`src/hw/uart_debug_settings.svh`:
```
// Build-time settings of the UART debug server: bit timing and memory size
`ifndef UART_DEBUG_SETTINGS_SVH
`define UART_DEBUG_SETTINGS_SVH

//////////////////////////////////////////////////
// Serial timing
//////////////////////////////////////////////////

// Clock cycles per serial bit
`define DBG_CLKS_PER_BIT 16

//////////////////////////////////////////////////
// Local memory
//////////////////////////////////////////////////

// Memory holds 2**DBG_MEM_ADDR_BITS bytes, addresses wrap
`define DBG_MEM_ADDR_BITS 8

`endif
```
`src/hw/uart_debug_pkg.sv`:
```
// Protocol byte codes and header layout of the UART debug protocol
`default_nettype none

package uart_debug_pkg;

  //////////////////////////////////////////////////
  // Byte codes
  //////////////////////////////////////////////////

  // Commands from the host
  localparam logic [7:0] CMD_READ  = 8'h11;
  localparam logic [7:0] CMD_WRITE = 8'h12;

  // ACK doubles as the challenge byte and the reply
  localparam logic [7:0] BYTE_ACK  = 8'h06;
  localparam logic [7:0] BYTE_EOT  = 8'h04;

  //////////////////////////////////////////////////
  // Command header
  //////////////////////////////////////////////////

  // Both fields are sent least significant byte first
  localparam int HDR_ADDR_BYTES = 8;
  localparam int HDR_LEN_BYTES  = 8;

  // Only the low bits of the length are counted
  localparam int LEN_BITS = 16;

endpackage

`default_nettype wire

```
`src/hw/dbg_mem_if.sv`:
```
// Memory request bus between the command engine and the local byte memory
`timescale 1ns/1ps
`default_nettype none

`include "uart_debug_settings.svh"

interface dbg_mem_if;

  // Request side, one-cycle strobe
  logic                          req;
  logic                          we;
  logic [`DBG_MEM_ADDR_BITS-1:0] addr;
  logic [7:0]                    wdata;

  // Read data, valid the cycle after a read req
  logic [7:0]                    rdata;

  modport engine (
    output req,
    output we,
    output addr,
    output wdata,
    input  rdata
  );

  modport mem (
    input  req,
    input  we,
    input  addr,
    input  wdata,
    output rdata
  );

endinterface

`default_nettype wire

```
`src/hw/uart_debug_top.sv`:
```
// UART debug server top level: receiver, command engine, memory, transmitter
`timescale 1ns/1ps
`default_nettype none

module uart_debug_top (
  input  wire logic clk,
  input  wire logic rst_i,
  input  wire logic uart_rx_i,
  output logic      uart_tx_o
);

  logic       rx_valid;
  logic [7:0] rx_data;
  logic       tx_start;
  logic [7:0] tx_data;
  logic       tx_busy;

  dbg_mem_if mem_bus ();

  //////////////////////////////////////////////////
  // Pipeline stages
  //////////////////////////////////////////////////

  uart_rx_deserializer rx_deser_i (
    .clk        (clk),
    .rst_i      (rst_i),
    .rxd_i      (uart_rx_i),
    .rx_valid_o (rx_valid),
    .rx_data_o  (rx_data)
  );

  debug_cmd_engine cmd_engine_i (
    .clk        (clk),
    .rst_i      (rst_i),
    .rx_valid_i (rx_valid),
    .rx_data_i  (rx_data),
    .tx_busy_i  (tx_busy),
    .tx_start_o (tx_start),
    .tx_data_o  (tx_data),
    .mem        (mem_bus.engine)
  );

  debug_byte_mem byte_mem_i (
    .clk (clk),
    .mem (mem_bus.mem)
  );

  uart_tx_serializer tx_ser_i (
    .clk        (clk),
    .rst_i      (rst_i),
    .tx_start_i (tx_start),
    .tx_data_i  (tx_data),
    .tx_busy_o  (tx_busy),
    .txd_o      (uart_tx_o)
  );

endmodule

`default_nettype wire

```
`src/hw/uart_tx_serializer.sv`:
```
// UART transmitter that shifts out start, eight data and stop bits
`timescale 1ns/1ps
`default_nettype none

`include "uart_debug_settings.svh"

module uart_tx_serializer (
  input  wire logic       clk,
  input  wire logic       rst_i,
  input  wire logic       tx_start_i,
  input  wire logic [7:0] tx_data_i,
  output logic            tx_busy_o,
  output logic            txd_o
);

  localparam int CLKS       = `DBG_CLKS_PER_BIT;
  localparam int CNT_W      = $clog2(CLKS);
  localparam int FRAME_BITS = 10;

  logic [CNT_W-1:0]      cnt_q;
  logic [3:0]            bit_q;
  logic [FRAME_BITS-1:0] frame_q;
  logic                  load;
  logic                  bit_end;

  assign load    = tx_start_i && !tx_busy_o;
  assign bit_end = tx_busy_o && (cnt_q == CNT_W'(CLKS - 1));

  //////////////////////////////////////////////////
  // Bit timing
  //////////////////////////////////////////////////

  always_ff @(posedge clk) begin
    if (rst_i) begin
      tx_busy_o <= 1'b0;
      cnt_q     <= '0;
      bit_q     <= '0;
    end else if (load) begin
      tx_busy_o <= 1'b1;
      cnt_q     <= '0;
      bit_q     <= '0;
    end else if (bit_end) begin
      cnt_q <= '0;
      // Busy drops as the stop bit ends
      if (bit_q == 4'(FRAME_BITS - 1)) begin
        tx_busy_o <= 1'b0;
      end else begin
        bit_q <= bit_q + 1'b1;
      end
    end else if (tx_busy_o) begin
      cnt_q <= cnt_q + 1'b1;
    end
  end

  // Stop, data LSB first, start
  always_ff @(posedge clk) begin
    if (load) begin
      frame_q <= {1'b1, tx_data_i, 1'b0};
    end else if (bit_end) begin
      frame_q <= {1'b1, frame_q[FRAME_BITS-1:1]};
    end
  end

  // Line idles high
  assign txd_o = tx_busy_o ? frame_q[0] : 1'b1;

endmodule

`default_nettype wire

```
`src/hw/debug_byte_mem.sv`:
```
// Local byte memory with synchronous write and one-cycle registered read
`timescale 1ns/1ps
`default_nettype none

`include "uart_debug_settings.svh"

module debug_byte_mem (
  input wire logic clk,
  dbg_mem_if.mem   mem
);

  localparam int DEPTH = 1 << `DBG_MEM_ADDR_BITS;

  logic [7:0] mem_q [DEPTH];

  //////////////////////////////////////////////////
  // Storage
  //////////////////////////////////////////////////

  // One port, so a request is either a write or a read
  always_ff @(posedge clk) begin
    if (mem.req) begin
      if (mem.we) begin
        mem_q[mem.addr] <= mem.wdata;
      end else begin
        // Held until the next read
        mem.rdata <= mem_q[mem.addr];
      end
    end
  end

endmodule

`default_nettype wire

```
`src/hw/debug_cmd_engine.sv`:
```
// Debug command FSM: parses headers, drives memory access and response bytes
`timescale 1ns/1ps
`default_nettype none

`include "uart_debug_settings.svh"

module debug_cmd_engine (
  input  wire logic       clk,
  input  wire logic       rst_i,
  input  wire logic       rx_valid_i,
  input  wire logic [7:0] rx_data_i,
  input  wire logic       tx_busy_i,
  output logic            tx_start_o,
  output logic [7:0]      tx_data_o,
  dbg_mem_if.engine       mem
);

  import uart_debug_pkg::*;

  localparam int AW        = `DBG_MEM_ADDR_BITS;
  localparam int HDR_BYTES = HDR_ADDR_BYTES + HDR_LEN_BYTES;
  localparam int HC_W      = $clog2(HDR_BYTES);
  // Wide enough for either header field
  localparam int FIELD_W   = 8 * HDR_ADDR_BYTES;

  localparam logic [2:0] ST_IDLE    = 3'd0;
  localparam logic [2:0] ST_HDR     = 3'd1;
  localparam logic [2:0] ST_ACK     = 3'd2;
  localparam logic [2:0] ST_RD_REQ  = 3'd3;
  localparam logic [2:0] ST_RD_SEND = 3'd4;
  localparam logic [2:0] ST_WR_DATA = 3'd5;
  localparam logic [2:0] ST_EOT     = 3'd6;

  logic [2:0]          state_q;
  logic [2:0]          state_d;
  logic                cmd_q;
  logic                rd_q;
  logic [HC_W-1:0]     hdr_cnt_q;
  logic [AW-1:0]       addr_q;
  logic [LEN_BITS-1:0] len_q;

  logic                is_cmd;
  logic                hdr_in_addr;
  logic                hdr_last;
  logic [HC_W-1:0]     field_idx;
  logic [FIELD_W-1:0]  byte_shift;
  logic                last_byte;
  logic                tx_free;
  logic                send;
  logic [7:0]          send_byte;
  logic                advance;

  //////////////////////////////////////////////////
  // Header assembly
  //////////////////////////////////////////////////

  assign is_cmd      = (rx_data_i == CMD_READ) || (rx_data_i == CMD_WRITE);
  assign hdr_in_addr = hdr_cnt_q < HC_W'(HDR_ADDR_BYTES);
  assign hdr_last    = hdr_cnt_q == HC_W'(HDR_BYTES - 1);
  assign field_idx   = hdr_in_addr ? hdr_cnt_q : hdr_cnt_q - HC_W'(HDR_ADDR_BYTES);
  // Upper header bytes land above the kept bits and vanish
  assign byte_shift  = FIELD_W'(rx_data_i) << {field_idx, 3'b000};

  assign last_byte = len_q == LEN_BITS'(1);
  // Start pulse in flight counts as busy
  assign tx_free   = !tx_busy_i && !tx_start_o;

  assign mem.addr  = addr_q;
  assign mem.wdata = rx_data_i;

  //////////////////////////////////////////////////
  // Next state and strobes
  //////////////////////////////////////////////////

  always_comb begin
    state_d   = state_q;
    send      = 1'b0;
    send_byte = BYTE_ACK;
    advance   = 1'b0;
    mem.req   = 1'b0;
    mem.we    = 1'b0;
    case (state_q)
      ST_IDLE: begin
        // Anything else is ignored
        if (rx_valid_i && rx_data_i == BYTE_ACK) begin
          state_d = ST_ACK;
        end else if (rx_valid_i && is_cmd) begin
          state_d = ST_HDR;
        end
      end
      ST_HDR: begin
        if (rx_valid_i && hdr_last) begin
          state_d = ST_ACK;
        end
      end
      ST_ACK: begin
        if (tx_free) begin
          send = 1'b1;
          if (!cmd_q) begin
            state_d = ST_IDLE;
          end else if (len_q == '0) begin
            state_d = ST_EOT;
          end else begin
            state_d = rd_q ? ST_RD_REQ : ST_WR_DATA;
          end
        end
      end
      ST_RD_REQ: begin
        // Fetch overlaps the previous byte on the line
        mem.req = 1'b1;
        state_d = ST_RD_SEND;
      end
      ST_RD_SEND: begin
        if (tx_free) begin
          send      = 1'b1;
          send_byte = mem.rdata;
          advance   = 1'b1;
          state_d   = last_byte ? ST_EOT : ST_RD_REQ;
        end
      end
      ST_WR_DATA: begin
        if (rx_valid_i) begin
          mem.req = 1'b1;
          mem.we  = 1'b1;
          advance = 1'b1;
          if (last_byte) begin
            state_d = ST_EOT;
          end
        end
      end
      ST_EOT: begin
        if (tx_free) begin
          send      = 1'b1;
          send_byte = BYTE_EOT;
          state_d   = ST_IDLE;
        end
      end
      default: state_d = ST_IDLE;
    endcase
  end

  //////////////////////////////////////////////////
  // Registers
  //////////////////////////////////////////////////

  always_ff @(posedge clk) begin
    if (rst_i) begin
      state_q    <= ST_IDLE;
      cmd_q      <= 1'b0;
      rd_q       <= 1'b0;
      hdr_cnt_q  <= '0;
      addr_q     <= '0;
      len_q      <= '0;
      tx_start_o <= 1'b0;
    end else begin
      state_q    <= state_d;
      tx_start_o <= send;
      if (state_q == ST_IDLE && rx_valid_i) begin
        cmd_q     <= is_cmd;
        rd_q      <= rx_data_i == CMD_READ;
        hdr_cnt_q <= '0;
        addr_q    <= '0;
        len_q     <= '0;
      end
      if (state_q == ST_HDR && rx_valid_i) begin
        hdr_cnt_q <= hdr_cnt_q + 1'b1;
        if (hdr_in_addr) begin
          addr_q <= addr_q | byte_shift[AW-1:0];
        end else begin
          len_q <= len_q | byte_shift[LEN_BITS-1:0];
        end
      end
      // Address wraps at the memory size
      if (advance) begin
        addr_q <= addr_q + 1'b1;
        len_q  <= len_q - 1'b1;
      end
    end
  end

  always_ff @(posedge clk) begin
    if (send) begin
      tx_data_o <= send_byte;
    end
  end

  a_tx_start_when_free: assert property (
    @(posedge clk) disable iff (rst_i) tx_start_o |-> !tx_busy_i
  ) else $error("tx_start_o raised while transmitter busy");

  // Data phase is a command with bytes still outstanding
  a_req_in_data_phase: assert property (
    @(posedge clk) disable iff (rst_i)
      mem.req |-> (cmd_q && len_q != '0)
  ) else $error("memory request outside data phase");

endmodule

`default_nettype wire

```
`src/hw/uart_rx_deserializer.sv`:
```
// UART receiver that samples each bit at its middle and emits byte strobes
`timescale 1ns/1ps
`default_nettype none

`include "uart_debug_settings.svh"

module uart_rx_deserializer (
  input  wire logic  clk,
  input  wire logic  rst_i,
  input  wire logic  rxd_i,
  output logic       rx_valid_o,
  output logic [7:0] rx_data_o
);

  localparam int CLKS  = `DBG_CLKS_PER_BIT;
  localparam int HALF  = CLKS / 2;
  localparam int CNT_W = $clog2(CLKS);

  localparam logic [1:0] RX_IDLE  = 2'd0;
  localparam logic [1:0] RX_START = 2'd1;
  localparam logic [1:0] RX_DATA  = 2'd2;
  localparam logic [1:0] RX_STOP  = 2'd3;

  logic             rxd_meta;
  logic             rxd_sync;
  logic             rxd_prev;
  logic [1:0]       state_q;
  logic [CNT_W-1:0] cnt_q;
  logic [2:0]       bit_q;
  logic [7:0]       shift_q;
  logic             bit_end;
  logic             sample_data;

  assign bit_end     = cnt_q == CNT_W'(CLKS - 1);
  assign sample_data = (state_q == RX_DATA) && bit_end;

  //////////////////////////////////////////////////
  // Synchronizer and frame FSM
  //////////////////////////////////////////////////

  always_ff @(posedge clk) begin
    if (rst_i) begin
      rxd_meta   <= 1'b1;
      rxd_sync   <= 1'b1;
      rxd_prev   <= 1'b1;
      state_q    <= RX_IDLE;
      cnt_q      <= '0;
      bit_q      <= '0;
      rx_valid_o <= 1'b0;
    end else begin
      rxd_meta   <= rxd_i;
      rxd_sync   <= rxd_meta;
      rxd_prev   <= rxd_sync;
      rx_valid_o <= 1'b0;
      case (state_q)
        RX_IDLE: begin
          cnt_q <= '0;
          // Falling edge marks a start bit
          if (rxd_prev && !rxd_sync) begin
            state_q <= RX_START;
          end
        end
        RX_START: begin
          if (cnt_q == CNT_W'(HALF - 1)) begin
            cnt_q   <= '0;
            bit_q   <= '0;
            // Glitch shorter than half a bit is dropped
            state_q <= rxd_sync ? RX_IDLE : RX_DATA;
          end else begin
            cnt_q <= cnt_q + 1'b1;
          end
        end
        RX_DATA: begin
          if (bit_end) begin
            cnt_q <= '0;
            bit_q <= bit_q + 1'b1;
            if (bit_q == 3'd7) begin
              state_q <= RX_STOP;
            end
          end else begin
            cnt_q <= cnt_q + 1'b1;
          end
        end
        default: begin
          if (bit_end) begin
            // Framing error gives no strobe
            rx_valid_o <= rxd_sync;
            state_q    <= RX_IDLE;
          end else begin
            cnt_q <= cnt_q + 1'b1;
          end
        end
      endcase
    end
  end

  // Data bits arrive LSB first
  always_ff @(posedge clk) begin
    if (sample_data) begin
      shift_q <= {rxd_sync, shift_q[7:1]};
    end
  end

  // Shift register is quiet until the next frame's first data bit
  assign rx_data_o = shift_q;

  a_rx_valid_single: assert property (
    @(posedge clk) disable iff (rst_i) rx_valid_o |=> !rx_valid_o
  ) else $error("rx_valid_o held for more than one cycle");

endmodule

`default_nettype wire

```
`config.mk`:
```
export PLATFORM = sky130hd
export DESIGN_NAME = uart_debug_top
export DESIGN_NICKNAME = d
export VERILOG_FILES = /design/src/hw/uart_debug_pkg.sv /design/src/hw/dbg_mem_if.sv /design/src/hw/uart_debug_top.sv /design/src/hw/uart_tx_serializer.sv /design/src/hw/debug_byte_mem.sv /design/src/hw/debug_cmd_engine.sv /design/src/hw/uart_rx_deserializer.sv
export VERILOG_INCLUDE_DIRS = /design/src /design/src/hw
export SDC_FILE = /design/constraint.sdc
export NUM_CORES = 2
export LEC_CHECK = 0
export BUFFER_PORTS_ARGS = -buffer_cell sky130_fd_sc_hd__buf_2
export CORE_MARGIN = 4
export CORE_UTILIZATION = 40
export CTS_BUF_LIST = sky130_fd_sc_hd__clkbuf_8
export CTS_CLUSTER_DIAMETER = 200
export DETAILED_ROUTE_END_ITERATION = 12
export GPL_ROUTABILITY_DRIVEN = 0
export HOLD_SLACK_MARGIN = 0.06
export PLACE_DENSITY = 0.53
export SETUP_SLACK_MARGIN = 0.15
export SLEW_MARGIN = 0
export SYNTH_ARGS = -nofsm -noshare
export SYNTH_HDL_FRONTEND = slang
export SYNTH_SLANG_ARGS = --single-unit
```
`constraint.sdc`:
```
create_clock -name clk -period 5.38 [get_ports clk]
set_input_delay 0.538 -clock clk [delete_from_list [all_inputs] [get_ports clk]]
set_output_delay 0.538 -clock clk [all_outputs]
set_load 0.02 [all_outputs]
```
-- Word level (Yosys, flattened, before mapping)
Memory sizes are Yosys's and may differ from the RTL's. A register that Yosys moved wholly into a read port is not among the register bits.
Cells that the tools add are included.
- register bits after elaboration: 81
- bits in writable memories: 2048
- input bits: 3
- memories kept: 1
- output and inout port bits: 1
- memory list (name ; depth ; width ; rd ports ; clocked after Yosys merged registers in ; wr ports ; line ; source):
    byte_mem_i.mem_q ; 256 ; 8 ; 1 ; 1 ; 1 ; debug_byte_mem.sv:14 ; logic [7:0] mem_q [DEPTH];
- bitwise operators: 5
- shift operators: 1
- magnitude comparators: 1
- $add $sub $neg: 8
- multiplexer cells: 56
- reductions and logical operators: 32
- equality and inequality tests: 30
- operators with widths (kind ; number):
    16-bit two-way mux ; 4
    3-bit two-way mux ; 14
    8-bit two-way mux ; 5
    4-bit two-way mux ; 6
    3-bit case mux with 7 select lines ; 1
    9-bit two-way mux ; 2
    4-bit by 1-bit adder with 4-bit output, second input constant ; 4
    16-bit by 1-bit == test with 1-bit output, second input constant ; 1
    4-bit == test, second input constant ; 4
    8-bit by 5-bit == test with 1-bit output, second input constant ; 2
    16-bit logical NOT ; 1
    2-bit by 1-bit inequality test with 1-bit output, second input constant ; 8
    16-bit OR ; 1
    8-bit case mux with 2 select lines ; 1
    8-bit by 7-bit << shifter with 16-bit output ; 1
    16-bit by 1-bit subtractor with 16-bit output, second input constant ; 1
    2-bit two-way mux ; 7
    3-bit == test, second input constant ; 4
    4-bit case mux with 3 select lines ; 1
    1-bit two-way mux ; 11
    1-bit logical AND ; 10
    8-bit by 1-bit adder with 8-bit output, second input constant ; 1
    8-bit by 3-bit == test with 1-bit output, second input constant ; 1
    8-bit OR ; 1
    other kinds (28) ; 41

-- Depth between registers and ports, before layout
- word-level depth: 7
- mapped depth: 9
- gate-level depth less buffers: 7

-- Hierarchy
From an unflattened synthesis, not the netlist that was laid out.
- cells, all modules: 3967
- area total of the unflattened synthesis: 82575.4 µm²
- modules (own cells, without submodules) (module ; area an instance (µm²) ; cells an instance ; instances):
    debug_byte_mem ; 78376.4 ; 3526 ; 1
    debug_cmd_engine ; 2437.3 ; 283 ; 1
    uart_rx_deserializer ; 929.6 ; 82 ; 1
    uart_tx_serializer ; 832.0 ; 76 ; 1

-- Least setup slack after synthesis
OpenSTA, ideal clock, no wires.
- path kind: register -> register
- start point: register rx_deser_i.shift_q[2], in the netlist rx_deser_i.rx_data_o[2]
- end point: register cmd_engine_i.state_q[2]
- arrival time: 4.775 ns
- path slack: 0.534 ns
- buffers on the path: 0
- required time: 5.310 ns
- cell stages (with the launch flop): 7
- library setup time: 0.070 ns
- cell sequence: edfxtp_1 nor4bb_1 nand3_1 nand3_1 o31ai_1 or4b_1 a21oi_1
- word-level cells in the longest chain between the ends: 5
- elaborated cells on any way between the ends: 10
- classes of those cells: 4 x eq/ne; 2 x mux; 4 x reduce/logical
- ends and longest elaborated chain (element ; line ; source):
    start, declared ; uart_rx_deserializer.sv:30 ; logic [7:0] shift_q;
    start signal, assigned ; uart_rx_deserializer.sv:100 ; shift_q <= {rxd_sync, shift_q[7:1]};
    8-bit by 5-bit == test with 1-bit output ; debug_cmd_engine.sv:57 ; assign is_cmd = (rx_data_i == CMD_READ) || (rx_data_i == CMD_WRITE);
    1-bit logical OR ; debug_cmd_engine.sv:57 ;
    1-bit logical AND ; debug_cmd_engine.sv:87 ; end else if (rx_valid_i && is_cmd) begin
    3-bit by 1-bit inequality test with 1-bit output (no line) ; n/a ;
    7-bit AND reduction (no line) ; n/a ;
    end signal, assigned ; debug_cmd_engine.sv:156 ; state_q <= state_d;
    end, declared ; debug_cmd_engine.sv:34 ; logic [2:0] state_q;
Parallel ways exist; a longest one is shown, timed or not.
A chain may end at the register's enable or synchronous reset.

==> metrics <==
port bufs 3; Startpoint Class register; Post-synth EDFFs 2080; H-tree depth 5; Yosys reg bits 2137; post-synthesis cell count 3941; antenna violations before repair 5; yosys warns 0; area added between synthesis and finish 12.7%; predominant post-synthesis flop cell edfxtp_1; DRT antenna net count 0; drt drc 0; Post-CTS Setup Bufs 0; DIE WIDTH 462 um; via count 41000; crit path from cmd_engine_i.mem.addr[0]; Setup Viol. Count Final 0; commonest cells after routing, fill and taps aside 2080 x edfxtp_1, 512 x mux4_2, 377 x clkbuf_8; Final Hold Fails 0; Max Cap Viol 0; RSZ-0062 raised after global routing no; clk slew on worst S/H paths 60 ps; first-pass GRT wire length 304000 um; syn avg cell area 20.9 sq um; Boundary Pins 4; share of cells above drive strength 1 0.263; Layout Skew 69.3 ps; Cell Area, Synth 82400 sq um; CP arrival 5090 ps; setup tns final 0 ps; crit path time final 4400 ps; gr usage total 0.197; slew of the pin with the lowest slew margin 1290 ps; clock buffer depth 4; Iteration-0 DRC Markers 3839; top-area cell type share of the netlist area 0.758; final period utilization 0.818; Max VDD drop 0.168 mV; number of global-route vias before repair 42000; critical path capture point type register; CP Class register to register; CTS tree yes; Async SR Flop Fraction 0; P_leak 28.3 nW; core area 205000 sq um; Rows 166; DP HPWL 117000 um; Filler Cell Count 17400; final wirelength 210000 um; reg-to-reg slack, setup 980 ps; Die H 462 um; placed cell count 6597; Layout Nets 4300; run status completed; Hold Crit Class input pin to register; post-synth cell types 62; die area 213000 sq um; drt pass-1 iters 5; grt ovf 0; initial core utilization 0.402; most common cell after layout, fill and taps aside edfxtp_1; worst hold start uart_rx_i; CTS Sinks 2137; Vias/cell 5.67; CTS Root Cell clkbuf_8; Slew Limit Fails 0; worst-skew pair later-pin latency 1050 ps; sequential area share after synthesis 0.772; largest area contributor in the netlist edfxtp_1; CTS Buf Count 367; power density cells 338 nW/um^2; max_slew headroom 0.143; Layout Cells excl Fill 7235; Syn Nets 3961; synth top area cells edfxtp_1 76%, mux4_2 14%, a22oi_1 2.3%, dfxtp_1 1.4%, nor2_1 1.4%; Max FO, Critical Path 41; Critical Path RT 6070 ps; routed len/inst 29.1 um; Max Fclk 227 MHz; Reg-to-Reg Start cmd_engine_i.mem.addr[0]; largest net degree at the start of global routing 212; worst hold slack 279 ps
critical path: stages, from the launching register on:
cell     delay, ps
dfxtp_4       1060
buf_4          620
mux4_2         610
a22oi_1        300
a21oi_1        120
o41ai_1       1110
nand4_1        150
layout make-up:
| class | instances | area (sq um) | area share |
|---|---|---|---|
| Tap cell | 2688 | 3360 | 0.0362 |
| Clock buffer | 377 | 5190 | 0.0559 |
| Sequential cell | 2137 | 63600 | 0.685 |
| Multi-Input combinational cell | 1545 | 17700 | 0.190 |
| Clock inverter | 253 | 1140 | 0.0123 |
| Antenna cell | 6 | 15.0 | 0.000162 |
| Inverter | 12 | 45.0 | 0.000485 |
| Timing Repair Buffer | 217 | 1860 | 0.0201 |
power breakdown:
part | internal [mW] | switching (mW)
combinational | 0.149 | 0.189
clock | 6.68 | 6.33
sequential | 18.0 | 0.0467
total | 24.8 | 6.56
kinds of logic (layout without fill, tap and decap cells):
logic type               count (synthesis)  in the layout  synth area share
AND/OR/NAND/NOR                        487            487            0.0262
XOR/XNOR                                 9              9          0.000957
flip-flops                            2137           2137             0.772
AO/OA/AOI/OAI                          514            514            0.0428
other                                    0              6                 0
multiplexers                           518            518             0.141
adder cells (fa/ha/maj)                 17             17           0.00258
buffers and inverters                  259            859            0.0148
registers in the layout, summed over array words and instances (netlist names), 2 cells and up:
register                cells
cmd_engine_i.tx_data_o      8
cmd_engine_i.mem.addr       8
rx_deser_i.bit_q            3
rx_deser_i.rx_data_o        8
tx_ser_i.cnt_q              4
byte_mem_i.mem.rdata        8
cmd_engine_i.len_q         16
rx_deser_i.state_q          2
cmd_engine_i.hdr_cnt_q      4
cmd_engine_i.state_q        3
tx_ser_i.frame_q            9
byte_mem_i.mem_q         2048
rx_deser_i.cnt_q            4
tx_ser_i.bit_q              4
worst paths after layout:
kind	cells after the start	to
worst max-delay path	6	byte_mem_i.mem.rdata[2]
worst min-delay path	3	rx_deser_i.rxd_meta
worst max register to register	6	byte_mem_i.mem.rdata[2]
worst min register to register	2	tx_ser_i.frame_q[0]
per-layer routing:
layer	vias to the layer above	share of wire	GRT usage
met5	-	0	0
met2	1461	0.47	0.308
met4	0	0.022	0.0503
li1	17300	-	-
met1	21900	0.44	0.285
met3	343	0.067	0.0398
cells in the mapped netlist, drive strengths merged (11+ instances only):
| cell | count |
|---|---|
| edfxtp | 2080 |
| mux4 | 512 |
| nor2 | 304 |
| a22oi | 257 |
| a21oi | 157 |
| clkbuf | 156 |
| buf | 91 |
| nand2 | 73 |
| dfxtp | 57 |
| o41ai | 33 |
| nand4 | 19 |
| ha | 17 |
| nor3 | 15 |
| a211oi | 13 |
| inv | 12 |
| o21ai | 11 |
per-stage QoR:
stage                      util  setup slack [ps]  total power, mW  instance area, sq um
after floorplan               -               534             18.7                 82400
after global placement    0.422               783             18.7                 86500
after detailed placement  0.422               859             18.7                 86500
after CTS                 0.453               853             31.8                 92900
after global routing      0.453               871             32.6                 92900
final                     0.454               979             31.4                 92900
repair_timing:
| action | in CTS | in global routing |
|---|---|---|
| resized for setup | 0 | 0 |
| hold endpoints to repair | 13 | 0 |
| hold buffers | 2 | 0 |
Note: power is estimated with default switching activity, not from simulation.
